### src/verilog/ciPkg.sv
package ciPkg;

  localparam int ciDataWidth = 32;
  localparam int ciIdWidth = 8;

  // stretcher counter whose top bit marks release
  localparam int resetCountWidth = 5;

  // instruction numbers
  localparam logic [ciIdWidth-1:0] swapByteId = 8'd1;
  localparam logic [ciIdWidth-1:0] cycleCountId = 8'd4;
  localparam logic [ciIdWidth-1:0] grayscaleId = 8'd9;

  typedef struct packed {
    logic [4:0] red;
    logic [5:0] green;
    logic [4:0] blue;
  } rgb565Pixel;

  // one operand word seen as bytes or as two pixels
  typedef union packed {
    logic [ciDataWidth/8-1:0][7:0] bytes;
    struct packed {
      rgb565Pixel upper;
      rgb565Pixel lower;
    } pixels;
  } ciOperand;

endpackage

### src/verilog/ciRequestIf.sv
interface ciRequestIf;

  logic valid;
  logic selSwap;
  logic selCycle;
  logic selGray;
  ciPkg::ciOperand operandA;
  logic [ciPkg::ciDataWidth-1:0] operandB;

  modport source (
    output valid, selSwap, selCycle, selGray, operandA, operandB
  );

  // selects only mean something while valid is high
  modport sink (
    input valid, selSwap, selCycle, selGray, operandA, operandB
  );

endinterface

### src/verilog/ciRequestStage.sv
module ciRequestStage (
  input  logic                          s_systemClock,
  input  logic                          s_pllLocked,
  input  logic                          ciStart,
  input  logic [ciPkg::ciIdWidth-1:0]   ciN,
  input  logic [ciPkg::ciDataWidth-1:0] ciDataA,
  input  logic [ciPkg::ciDataWidth-1:0] ciDataB,
  output logic                          unitReset,
  ciRequestIf.source                    request
);

  logic [ciPkg::resetCountWidth-1:0] resetCountReg;
  logic startAccepted;

  // counts up after lock and stops once the top bit is set
  always_ff @(posedge s_systemClock or negedge s_pllLocked) begin
    if (!s_pllLocked) begin
      resetCountReg <= '0;
    end else if (!resetCountReg[ciPkg::resetCountWidth-1]) begin
      resetCountReg <= resetCountReg + 1'b1;
    end
  end

  assign unitReset = ~resetCountReg[ciPkg::resetCountWidth-1];

  // starts while in reset are dropped
  assign startAccepted = ciStart & ~unitReset;

  always_ff @(posedge s_systemClock or negedge s_pllLocked) begin
    if (!s_pllLocked) begin
      request.valid    <= 1'b0;
      request.selSwap  <= 1'b0;
      request.selCycle <= 1'b0;
      request.selGray  <= 1'b0;
    end else begin
      request.valid    <= startAccepted;
      request.selSwap  <= startAccepted & (ciN == ciPkg::swapByteId);
      request.selCycle <= startAccepted & (ciN == ciPkg::cycleCountId);
      request.selGray  <= startAccepted & (ciN == ciPkg::grayscaleId);
    end
  end

  // operands follow the accepted start
  always_ff @(posedge s_systemClock) begin
    if (startAccepted) begin
      request.operandA <= ciDataA;
      request.operandB <= ciDataB;
    end
  end

endmodule

### src/verilog/pixelFormatIse.sv
module pixelFormatIse (
  input  logic                          s_systemClock,
  input  logic                          s_pllLocked,
  ciRequestIf.sink                      request,
  output logic                          done,
  output logic [ciPkg::ciDataWidth-1:0] result
);

  ciPkg::rgb565Pixel lowerPixel;
  logic [7:0] red8;
  logic [7:0] green8;
  logic [7:0] blue8;
  logic [15:0] graySum;
  logic [ciPkg::ciDataWidth-1:0] swapValue;
  logic [ciPkg::ciDataWidth-1:0] grayValue;
  logic swapHit;
  logic grayHit;

  assign swapHit = request.valid & request.selSwap;
  assign grayHit = request.valid & request.selGray;

  // byte view of operand A
  assign swapValue = {
    request.operandA.bytes[0],
    request.operandA.bytes[1],
    request.operandA.bytes[2],
    request.operandA.bytes[3]
  };

  // pixel view of the same word
  assign lowerPixel = request.operandA.pixels.lower;
  assign red8 = {lowerPixel.red, 3'b000};
  assign green8 = {lowerPixel.green, 2'b00};
  assign blue8 = {lowerPixel.blue, 3'b000};

  // weights sum to 256, so the gray byte is the upper half
  assign graySum = red8 * 8'd54 + green8 * 8'd183 + blue8 * 8'd19;
  assign grayValue = {{(ciPkg::ciDataWidth - 8){1'b0}}, graySum[15:8]};

  always_ff @(posedge s_systemClock or negedge s_pllLocked) begin
    if (!s_pllLocked) begin
      done   <= 1'b0;
      result <= '0;
    end else begin
      done <= swapHit | grayHit;
      if (swapHit) begin
        result <= swapValue;
      end else if (grayHit) begin
        result <= grayValue;
      end else begin
        // zero when idle so the merge can OR all results
        result <= '0;
      end
    end
  end

endmodule

### src/verilog/cycleCounterIse.sv
module cycleCounterIse (
  input  logic                          s_systemClock,
  input  logic                          s_pllLocked,
  ciRequestIf.sink                      request,
  input  logic                          unitReset,
  output logic                          done,
  output logic [ciPkg::ciDataWidth-1:0] result
);

  logic [ciPkg::ciDataWidth-1:0] cycleCount;
  logic countHit;

  assign countHit = request.valid & request.selCycle;

  // free running once the unit leaves reset
  always_ff @(posedge s_systemClock or negedge s_pllLocked) begin
    if (!s_pllLocked) begin
      cycleCount <= '0;
    end else if (unitReset) begin
      cycleCount <= '0;
    end else begin
      cycleCount <= cycleCount + 1'b1;
    end
  end

  always_ff @(posedge s_systemClock or negedge s_pllLocked) begin
    if (!s_pllLocked) begin
      done   <= 1'b0;
      result <= '0;
    end else begin
      done   <= countHit;
      result <= countHit ? cycleCount : '0;
    end
  end

endmodule

### src/verilog/ciResultMerge.sv
module ciResultMerge (
  input  logic                          s_systemClock,
  input  logic                          s_pllLocked,
  input  logic                          pixelDone,
  input  logic [ciPkg::ciDataWidth-1:0] pixelResult,
  input  logic                          cycleDone,
  input  logic [ciPkg::ciDataWidth-1:0] cycleResult,
  output logic                          ciDone,
  output logic [ciPkg::ciDataWidth-1:0] ciResult
);

  logic mergedDone;
  logic [ciPkg::ciDataWidth-1:0] mergedResult;

  // every block drives zero unless it answers, so a plain OR is enough
  assign mergedDone = pixelDone | cycleDone;
  assign mergedResult = pixelResult | cycleResult;

  always_ff @(posedge s_systemClock or negedge s_pllLocked) begin
    if (!s_pllLocked) begin
      ciDone   <= 1'b0;
      ciResult <= '0;
    end else begin
      ciDone   <= mergedDone;
      ciResult <= mergedResult;
    end
  end

endmodule

### src/verilog/customInstructionUnit.sv
module customInstructionUnit (
  input  logic                          s_systemClock,
  input  logic                          s_pllLocked,
  input  logic                          ciStart,
  input  logic [ciPkg::ciIdWidth-1:0]   ciN,
  input  logic [ciPkg::ciDataWidth-1:0] ciDataA,
  input  logic [ciPkg::ciDataWidth-1:0] ciDataB,
  output logic                          ciDone,
  output logic [ciPkg::ciDataWidth-1:0] ciResult,
  output logic                          unitReset
);

  logic pixelDone;
  logic [ciPkg::ciDataWidth-1:0] pixelResult;
  logic cycleDone;
  logic [ciPkg::ciDataWidth-1:0] cycleResult;

  ciRequestIf ciRequestIf_inst ();

  ciRequestStage ciRequestStage_inst (
    .s_systemClock (s_systemClock),
    .s_pllLocked   (s_pllLocked),
    .ciStart       (ciStart),
    .ciN           (ciN),
    .ciDataA       (ciDataA),
    .ciDataB       (ciDataB),
    .unitReset     (unitReset),
    .request       (ciRequestIf_inst.source)
  );

  pixelFormatIse pixelFormatIse_inst (
    .s_systemClock (s_systemClock),
    .s_pllLocked   (s_pllLocked),
    .request       (ciRequestIf_inst.sink),
    .done          (pixelDone),
    .result        (pixelResult)
  );

  cycleCounterIse cycleCounterIse_inst (
    .s_systemClock (s_systemClock),
    .s_pllLocked   (s_pllLocked),
    .request       (ciRequestIf_inst.sink),
    .unitReset     (unitReset),
    .done          (cycleDone),
    .result        (cycleResult)
  );

  ciResultMerge ciResultMerge_inst (
    .s_systemClock (s_systemClock),
    .s_pllLocked   (s_pllLocked),
    .pixelDone     (pixelDone),
    .pixelResult   (pixelResult),
    .cycleDone     (cycleDone),
    .cycleResult   (cycleResult),
    .ciDone        (ciDone),
    .ciResult      (ciResult)
  );

endmodule

### config.mk
export PLATFORM = sky130hd
export DESIGN_NAME = customInstructionUnit
export DESIGN_NICKNAME = d
export VERILOG_FILES = /design/src/verilog/ciPkg.sv /design/src/verilog/ciRequestIf.sv /design/src/verilog/ciRequestStage.sv /design/src/verilog/pixelFormatIse.sv /design/src/verilog/cycleCounterIse.sv /design/src/verilog/ciResultMerge.sv /design/src/verilog/customInstructionUnit.sv
export SDC_FILE = /design/constraint.sdc
export NUM_CORES = 1
export LEC_CHECK = 0
export BUFFER_PORTS_ARGS = -buffer_cell sky130_fd_sc_hd__buf_2
export CORE_MARGIN = 2
export CORE_UTILIZATION = 59
export DETAILED_ROUTE_END_ITERATION = 7
export PLACE_DENSITY = 0.83
export SLEW_MARGIN = 15
export SYNTH_ARGS = -nofsm -noshare
export SYNTH_HDL_FRONTEND = slang
export SYNTH_HIERARCHICAL = 1
export SYNTH_SLANG_ARGS = --single-unit
### constraint.sdc
create_clock -name s_systemClock -period 6.9 [get_ports s_systemClock]
set_input_delay 1.38 -clock s_systemClock [delete_from_list [all_inputs] [get_ports s_systemClock]]
set_output_delay 1.38 -clock s_systemClock [all_outputs]
set_load 0.01 [all_outputs]
==> impl_results.md, run 1 <==
- Final #Nets: around 1000
- PwrDens: roughly 330 mW/mm^2
- Fin cells: just under 1000
- Layout Skew: 0.00853 ns
- Crit path DAT: between 5 and 6 ns
- Clock share of power: 0.304
- Diodes inserted: 0
- Slew HR: 0.311
- GRT met2 Usage: 0.413
- Post-Route WL: roughly 17000 um
- Final Hold Vio Count: 0
- R2R Setup Slk: around 1.5 ns
- Initial Util: 0.609
- Warnings from Yosys: 6
- GPL Wtd Cong: 0.917
- Placed cell count: 958
- WS Path Type: flip-flop to flip-flop
- GR Util met1: 0.299
- First-pass GRT wire length: between 20000 and 30000 um
- Hold Crit Class: flip-flop to flip-flop
- P_sw: approximately 1100 uW
- CTS Buffer Depth: 2
- Initial DRC Count: approximately 480
- Fin crit period: 5.41 ns
- H-tree depth: 4
- Via Count: around 5700
- Seq pwr share: 0.329
- Die W: ~120 um
- Fin area: roughly 0.0097 mm^2
- Slew @ Worst Pin: between 1 and 1.5 ns
- Clk slew on worst S/H paths: 0.06 ns
- Placed Area: slightly above 0.009 mm^2
- Number of global-route vias before repair: 5831
- Synth Area per Inst: about 12 um^2
- Pleak: between 0.005 and 0.006 uW
- CTS tree: done
- Syn_nets: 892
- Number of max-cap violations: 0
- Antenna Nets Post-Route: 0
- Worst reg2reg path depth: 20
- Setup TNS: 0 ns
- Status: completed
- Clock Root Buffer: clkbuf_16
- Setup crit start kind: flip-flop
- Filler instances: about 940
- Grt ovf: 0
- Detailed placer's ending HPWL: roughly 12000 um
- Cell area after synthesis: roughly 0.0085 mm^2
- DRC: 0
- Cell-internal power: ~2100 uW
- Hold_sp: pixelFormatIse_inst/result[14]
- Site Rows: 43
- Hold WS: between 0.4 and 0.5 ns
- Die area: ~0.015 mm^2
- # IOs: about 110
- Design Power: roughly 3200 uW
- TritonCTS Buffers: 17
- GRT busiest layer: met2
- CP max FO: 5
- Core area: about 0.014 mm^2
- Wire length per cell: about 17 um
- Port bufs: between 70 and 80
- Clock sinks: approximately 170
- Hold depth: 1
- Synth-to-Final Area Change: 13.8%
- Net switching fraction of the power: 0.337
- Max Slew Vio Count: 0
- Setup crit end kind: flip-flop
- Detailed-router iteration count before antenna repair: 4
- Final worst path period share: 0.784
- Required time of the worst setup path: roughly 7.2 ns
- Worst hold endpoint: ciResultMerge_inst/ciResult[14]
- Initial antenna violation count: 0
- Fraction of layout cells with a size suffix above 1: 0.157
- Die height: between 100 and 150 um
- Maximum VDD drop: between 200 and 300 uV
- # resized after CTS: 0
- M3 GR Usage: 0.0517
- RSZ-0062 raised after global routing: no
- Final setup fails: 0
- Hold Buf Count CTS: 0
- Combinational Power Share: 0.367
- Worst-Skew Late Latency: between 0.4 and 0.5 ns
- GRT Overall Usage: 0.242
- Pin count of the biggest net entering global routing: 87
- Post-CTS Setup Inserts: 0
- Worst r2r src: ciRequestStage_inst/request.operandA[8]
- Fmax: 185 MHz
- Post-synthesis instance total: about 720
- Reg2reg end: pixelFormatIse_inst/result[7]
- Via density: ~5.7
state kept, by name (all words and copies together), names as in the netlist:
| signal | count |
|---|---|
| pixelFormatIse_inst/done | 1 |
| ciRequestStage_inst/request.selGray | 1 |
| pixelFormatIse_inst/result | 32 |
| cycleCounterIse_inst/done | 1 |
| ciRequestStage_inst/request.valid | 1 |
| ciRequestStage_inst/resetCountReg | 5 |
| ciRequestStage_inst/request.operandA | 32 |
| ciRequestStage_inst/request.selSwap | 1 |
| ciResultMerge_inst/ciDone | 1 |
| ciRequestStage_inst/request.selCycle | 1 |
| cycleCounterIse_inst/result | 32 |
| ciResultMerge_inst/ciResult | 32 |
| cycleCounterIse_inst/cycleCount | 32 |
critical path: stages (launching register included):
cell and delay, ns:
edfxtp_1 0.52, fa_1 0.57, inv_1 0.05, fa_1 0.48, fa_1 0.51, inv_1 0.04
ha_1 0.31, a21oi_1 0.11, o21bai_1 0.19, nand2_1 0.11, a21oi_1 0.22, xnor2_1 0.12
fa_1 0.50, inv_1 0.04, ha_1 0.37, a21oi_2 0.27, o221ai_4 0.13, mux2i_1 0.13
nor4_1 0.34, xnor2_1 0.18, o21ai_1 0.09
placed cells by master, fill, tap and decap left out, types with 3 or more instances in the layout:
master     count
a21o_1         7
a21oi_1       39
and3_1        55
and4_1         5
buf_2         75
buf_4          5
clkbuf_16     18
clkbuf_8       4
clkinv_2       3
dfrtp_1      140
edfxtp_1      32
fa_1          26
ha_1          73
inv_1         73
nand2_1       28
nand3_1       11
nand4_1        5
nor2_1        17
nor2b_1        4
nor3_1         8
nor4_1         6
o21ai_0       23
o21bai_1       6
o31ai_1        9
or2_1         33
or3_1         11
or4_1          9
xnor2_1       22
xor2_1        14
power groups by stage:
stage	registers [uW]	clock network [uW]	logic, uW
2_1_floorplan	1070	0	928
3_3_place_gp	1080	0	1120
3_5_place_dp	1080	0	1180
4_1_cts	1060	987	1180
5_1_grt	1060	1030	1330
6_report	1060	978	1180
per-stage QoR:
stage	setup slack, ns	utilization
after floorplan	1.89	-
after global placement	1.57	0.649
after detailed placement	1.50	0.649
after CTS	1.49	0.693
after global routing	1.18	0.693
final	1.49	0.693
layer usage:
| metal | vias to the layer above | part of all wire |
|---|---|---|
| li1 | 2655 | - |
| met4 | 0 | 0.024 |
| met2 | 155 | 0.52 |
| met5 | - | 0 |
| met3 | 42 | 0.045 |
| met1 | 2800 | 0.41 |
how the worst max path moves through the flow:
| stage | from | endpoint | slack (ns) |
|---|---|---|---|
| floorplan | ciRequestStage_inst/request.operandA[8] | pixelFormatIse_inst/result[7] | 1.89 |
| global placement | ciRequestStage_inst/request.operandA[8] | pixelFormatIse_inst/result[7] | 1.57 |
| detailed placement | ciRequestStage_inst/request.operandA[8] | pixelFormatIse_inst/result[7] | 1.50 |
| CTS | ciRequestStage_inst/request.operandA[8] | pixelFormatIse_inst/result[7] | 1.49 |
| global route | ciRequestStage_inst/request.operandA[8] | pixelFormatIse_inst/result[7] | 1.18 |
| finish | ciRequestStage_inst/request.operandA[8] | pixelFormatIse_inst/result[7] | 1.49 |
area by class of cell:
cell class                      count  area [um^2]  share of cell area
Sequential cell                   172         4460               0.461
Multi-Input combinational cell    452         3690               0.381
Clock buffer                       23          509              0.0525
Timing Repair Buffer               81          424              0.0438
Inverter                           73          274              0.0283
Tap cell                          180          225              0.0232
Clock inverter                      9          106              0.0110
(Power assumes the default switching activity.)
==> inputs of run 2 (changes only) <==
--- a/config.mk
+++ b/config.mk
@@ -7,9 +7,9 @@
 export LEC_CHECK = 0
 export BUFFER_PORTS_ARGS = -buffer_cell sky130_fd_sc_hd__buf_2
 export CORE_MARGIN = 2
-export CORE_UTILIZATION = 59
+export CORE_UTILIZATION = 53
 export DETAILED_ROUTE_END_ITERATION = 7
-export PLACE_DENSITY = 0.83
+export PLACE_DENSITY = 0.79
 export SLEW_MARGIN = 15
 export SYNTH_ARGS = -nofsm -noshare
 export SYNTH_HDL_FRONTEND = slang
==> constraint.sdc (replaced) <==
create_clock -name s_systemClock -period 4.7 [get_ports s_systemClock]
set_input_delay 0.94 -clock s_systemClock [delete_from_list [all_inputs] [get_ports s_systemClock]]
set_output_delay 0.94 -clock s_systemClock [all_outputs]
set_load 0.01 [all_outputs]
==> impl_results.md, run 2 (synthesis gave the netlist of run 1 again) <==
- Number of global-route vias before repair: 5790 (-0.70%)
- First-pass GRT wire length: 27500 um (-1.8%)
- Hold Buf Count CTS: 0 (unchanged)
- Die W: 131 um (+5.3%)
- CP dominant cell by count: fa_1
- Failing checks: setup timing
- CTS Buffer Depth: 2 (unchanged)
- Crit path DAT: 5.29 ns (-0.44 ns)
- Maximum VDD drop: 521 uV (+100%)
- Synth-to-Final Area Change: 21.4%
- Final setup fails: 6 (+6)
- Most common cell after layout, fill and taps aside: dfrtp_1
- TritonCTS Buffers: 17 (unchanged)
- H-tree depth: 4 (unchanged)
- Site Rows: 46 (+7.0%)
- Antenna Nets Post-Route: 0 (unchanged)
- Filler instances: 1194 (+26%)
- Status: complete, but fails checks
- Core area: 0.0158 mm^2 (+13%)
- Fin worst setup slack: -0.269 ns (-1.76 ns)
- Worst path slowest cell: fa_1
- Via density: 5.38 (-5.7%)
- WP buf/inv: 4 (+1)
- Pin count of the biggest net entering global routing: 112 (+29%)
- Setup crit end kind: flip-flop
- Layout Skew: 0.0116 ns (+0.00306 ns)
- Pre-CTS setup slack: -0.319 ns (-1.82 ns)
- Number of max-cap violations: 0 (unchanged)
- Worst-Skew Late Latency: 0.44 ns (about the same)
- Setup crit start kind: flip-flop
- Clock sinks: 172 (unchanged)
- Cells along the critical path: fa_1 > inv_2 > fa_1 > fa_1 > inv_2 > ha_4 > buf_6 > buf_6 > xor2_2 > fa_1 > ha_1 > o21ai_2 > a221o_1 > a2111oi_1 > nor4_1 > xnor2_1 > o21ai_1
- CP delay by family, top: adder cells
- Diodes inserted: 0 (unchanged)
- Final worst path period share: 1.06 (+0.273)
- GRT Overall Usage: 0.212 (-0.0296)
- Fin crit period: 4.97 ns (-0.443 ns)
- Clk slew on worst S/H paths: 0.07 ns (about the same)
- Clock Root Buffer: clkbuf_16
- Detailed-router iteration count before antenna repair: 4 (unchanged)
- Fmax: 201 MHz (+8.9%)
- Required time of the worst setup path: 5.02 ns (-2.20 ns)
- Wire length per cell: 15.9 um (-8.0%)
- CP max FO: 5 (unchanged)
- Initial antenna violation count: 0 (unchanged)
- CTS tree: done
- Final #Nets: 1024 (+5.5%)
- Slew HR: 0.360 (+0.0485)
- Fraction of layout cells with a size suffix above 1: 0.239 (+0.0819)
- Initial Util: 0.540 (-0.0688)
- Via Count: 5808 (+2.8%)
- Detailed placer's ending HPWL: 11400 um (-2.5%)
- Most frequent cells in the layout: dfrtp_1, buf_2, inv_1, ha_1, buf_4
- Final Hold Vio Count: 0 (unchanged)
- CP max stage delay: 0.56 ns (about the same)
- DRC: 0 (unchanged)
- GPL Wtd Cong: 0.836 (-8.9%)
- Hold Crit Class: flip-flop to flip-flop
- Initial DRC Count: 322 (-33%)
- Grt ovf: 0 (unchanged)
- Port bufs: 76 (unchanged)
- Finished Core Util: 0.656 (-0.0373)
- PwrDens: 545 mW/mm^2 (+64%)
- Max Slew Vio Count: 0 (unchanged)
- WS Path Type: flip-flop to flip-flop
- Die area: 0.0171 mm^2 (+11%)
- # IOs: 109 (unchanged)
- Pleak: 0.00536 uW (+5.7%)
- RSZ-0062 raised after global routing: yes
- Post-Route WL: 17200 um (+0.24%)
- Slew @ Worst Pin: 0.960 ns (-0.0728 ns)
- Die height: 131 um (+5.3%)
[run 2: cell count changes in the layout (fill, tap and decap cells not counted), moves of 3 or more]
| cell | previous run | this run |
|---|---|---|
| a21oi_1 | 39 | 35 |
| ha_1 | 73 | 67 |
| ha_4 | 0 | 6 |
| inv_1 | 73 | 70 |
| inv_6 | 0 | 5 |
| buf_4 | 5 | 56 |
| inv_2 | 0 | 3 |
| clkbuf_8 | 4 | 1 |
| o21ai_0 | 23 | 19 |
[run 2: metrics by stage]
stage | hold slack [ns] | setup TNS (ns) | instances | cell area [um^2] | total power (uW)
5_1_grt | 0.433 | -2.28 | 1079 | 10300 | 5960
4_1_cts | 0.419 | -0.816 | 1078 | 10300 | 5490
2_1_floorplan | 0.405 | -0.0222 | 718 | 8570 | 3040
3_3_place_gp | 0.408 | -0.611 | 1036 | 9490 | 3690
6_report | 0.415 | -1.20 | 1079 | 10300 | 5640
3_5_place_dp | 0.411 | -0.966 | 1036 | 9490 | 3750
[run 2: cell type report]
| cell class | instances | area [um^2] | area share |
|---|---|---|---|
| clock inverter | 13 | 175 | 0.0169 |
| sequential | 172 | 4460 | 0.432 |
| clock buffer | 19 | 464 | 0.0449 |
| inverter | 73 | 274 | 0.0265 |
| tap | 216 | 270 | 0.0261 |
| timing repair buffer | 134 | 830 | 0.0802 |
| multi-input combinational | 452 | 3860 | 0.374 |
[run 2: repair_timing]
item,4_1_cts,5_1_grt
pin swaps,10,3
endpoints found under the setup margin,6,6
setup buffers,10,1
resized for setup,19,8
endpoints found under the hold margin,0,0
[run 2: where the power goes]
group / switching, uW / internal (uW) / total, uW / leakage, uW
logic: 1310 / 1260 / 2570 / 0.00279
clock network: 616 / 897 / 1510 / 0.000318
registers: 16.2 / 1540 / 1550 / 0.00225
total: 1940 / 3700 / 5640 / 0.00536
[run 2: layer usage]
metal	up-vias	wire, um	GRT usage
met1	2862	7240	0.264
met4	0	466	0.0926
met3	39	615	0.0403
met2	144	8880	0.365
li1	2763	-	-
met5	-	0	0
[run 2: path summary, 6_finish.rpt]
check / start / endpoint / slack [ns] / depth (start not counted)
max in group asynchronous: s_pllLocked / ciRequestStage_inst/resetCountReg[4] / 3.11 / 2
min in group asynchronous: s_pllLocked / ciResultMerge_inst/ciResult[10] / 0.64 / 1
hold / removal: pixelFormatIse_inst/result[21] / ciResultMerge_inst/ciResult[21] / 0.41 / 1
hold reg to reg: pixelFormatIse_inst/result[21] / ciResultMerge_inst/ciResult[21] / 0.41 / 1
setup reg to reg: ciRequestStage_inst/request.operandA[9] / pixelFormatIse_inst/result[7] / -0.27 / 17
setup / recovery: ciRequestStage_inst/request.operandA[9] / pixelFormatIse_inst/result[7] / -0.27 / 17
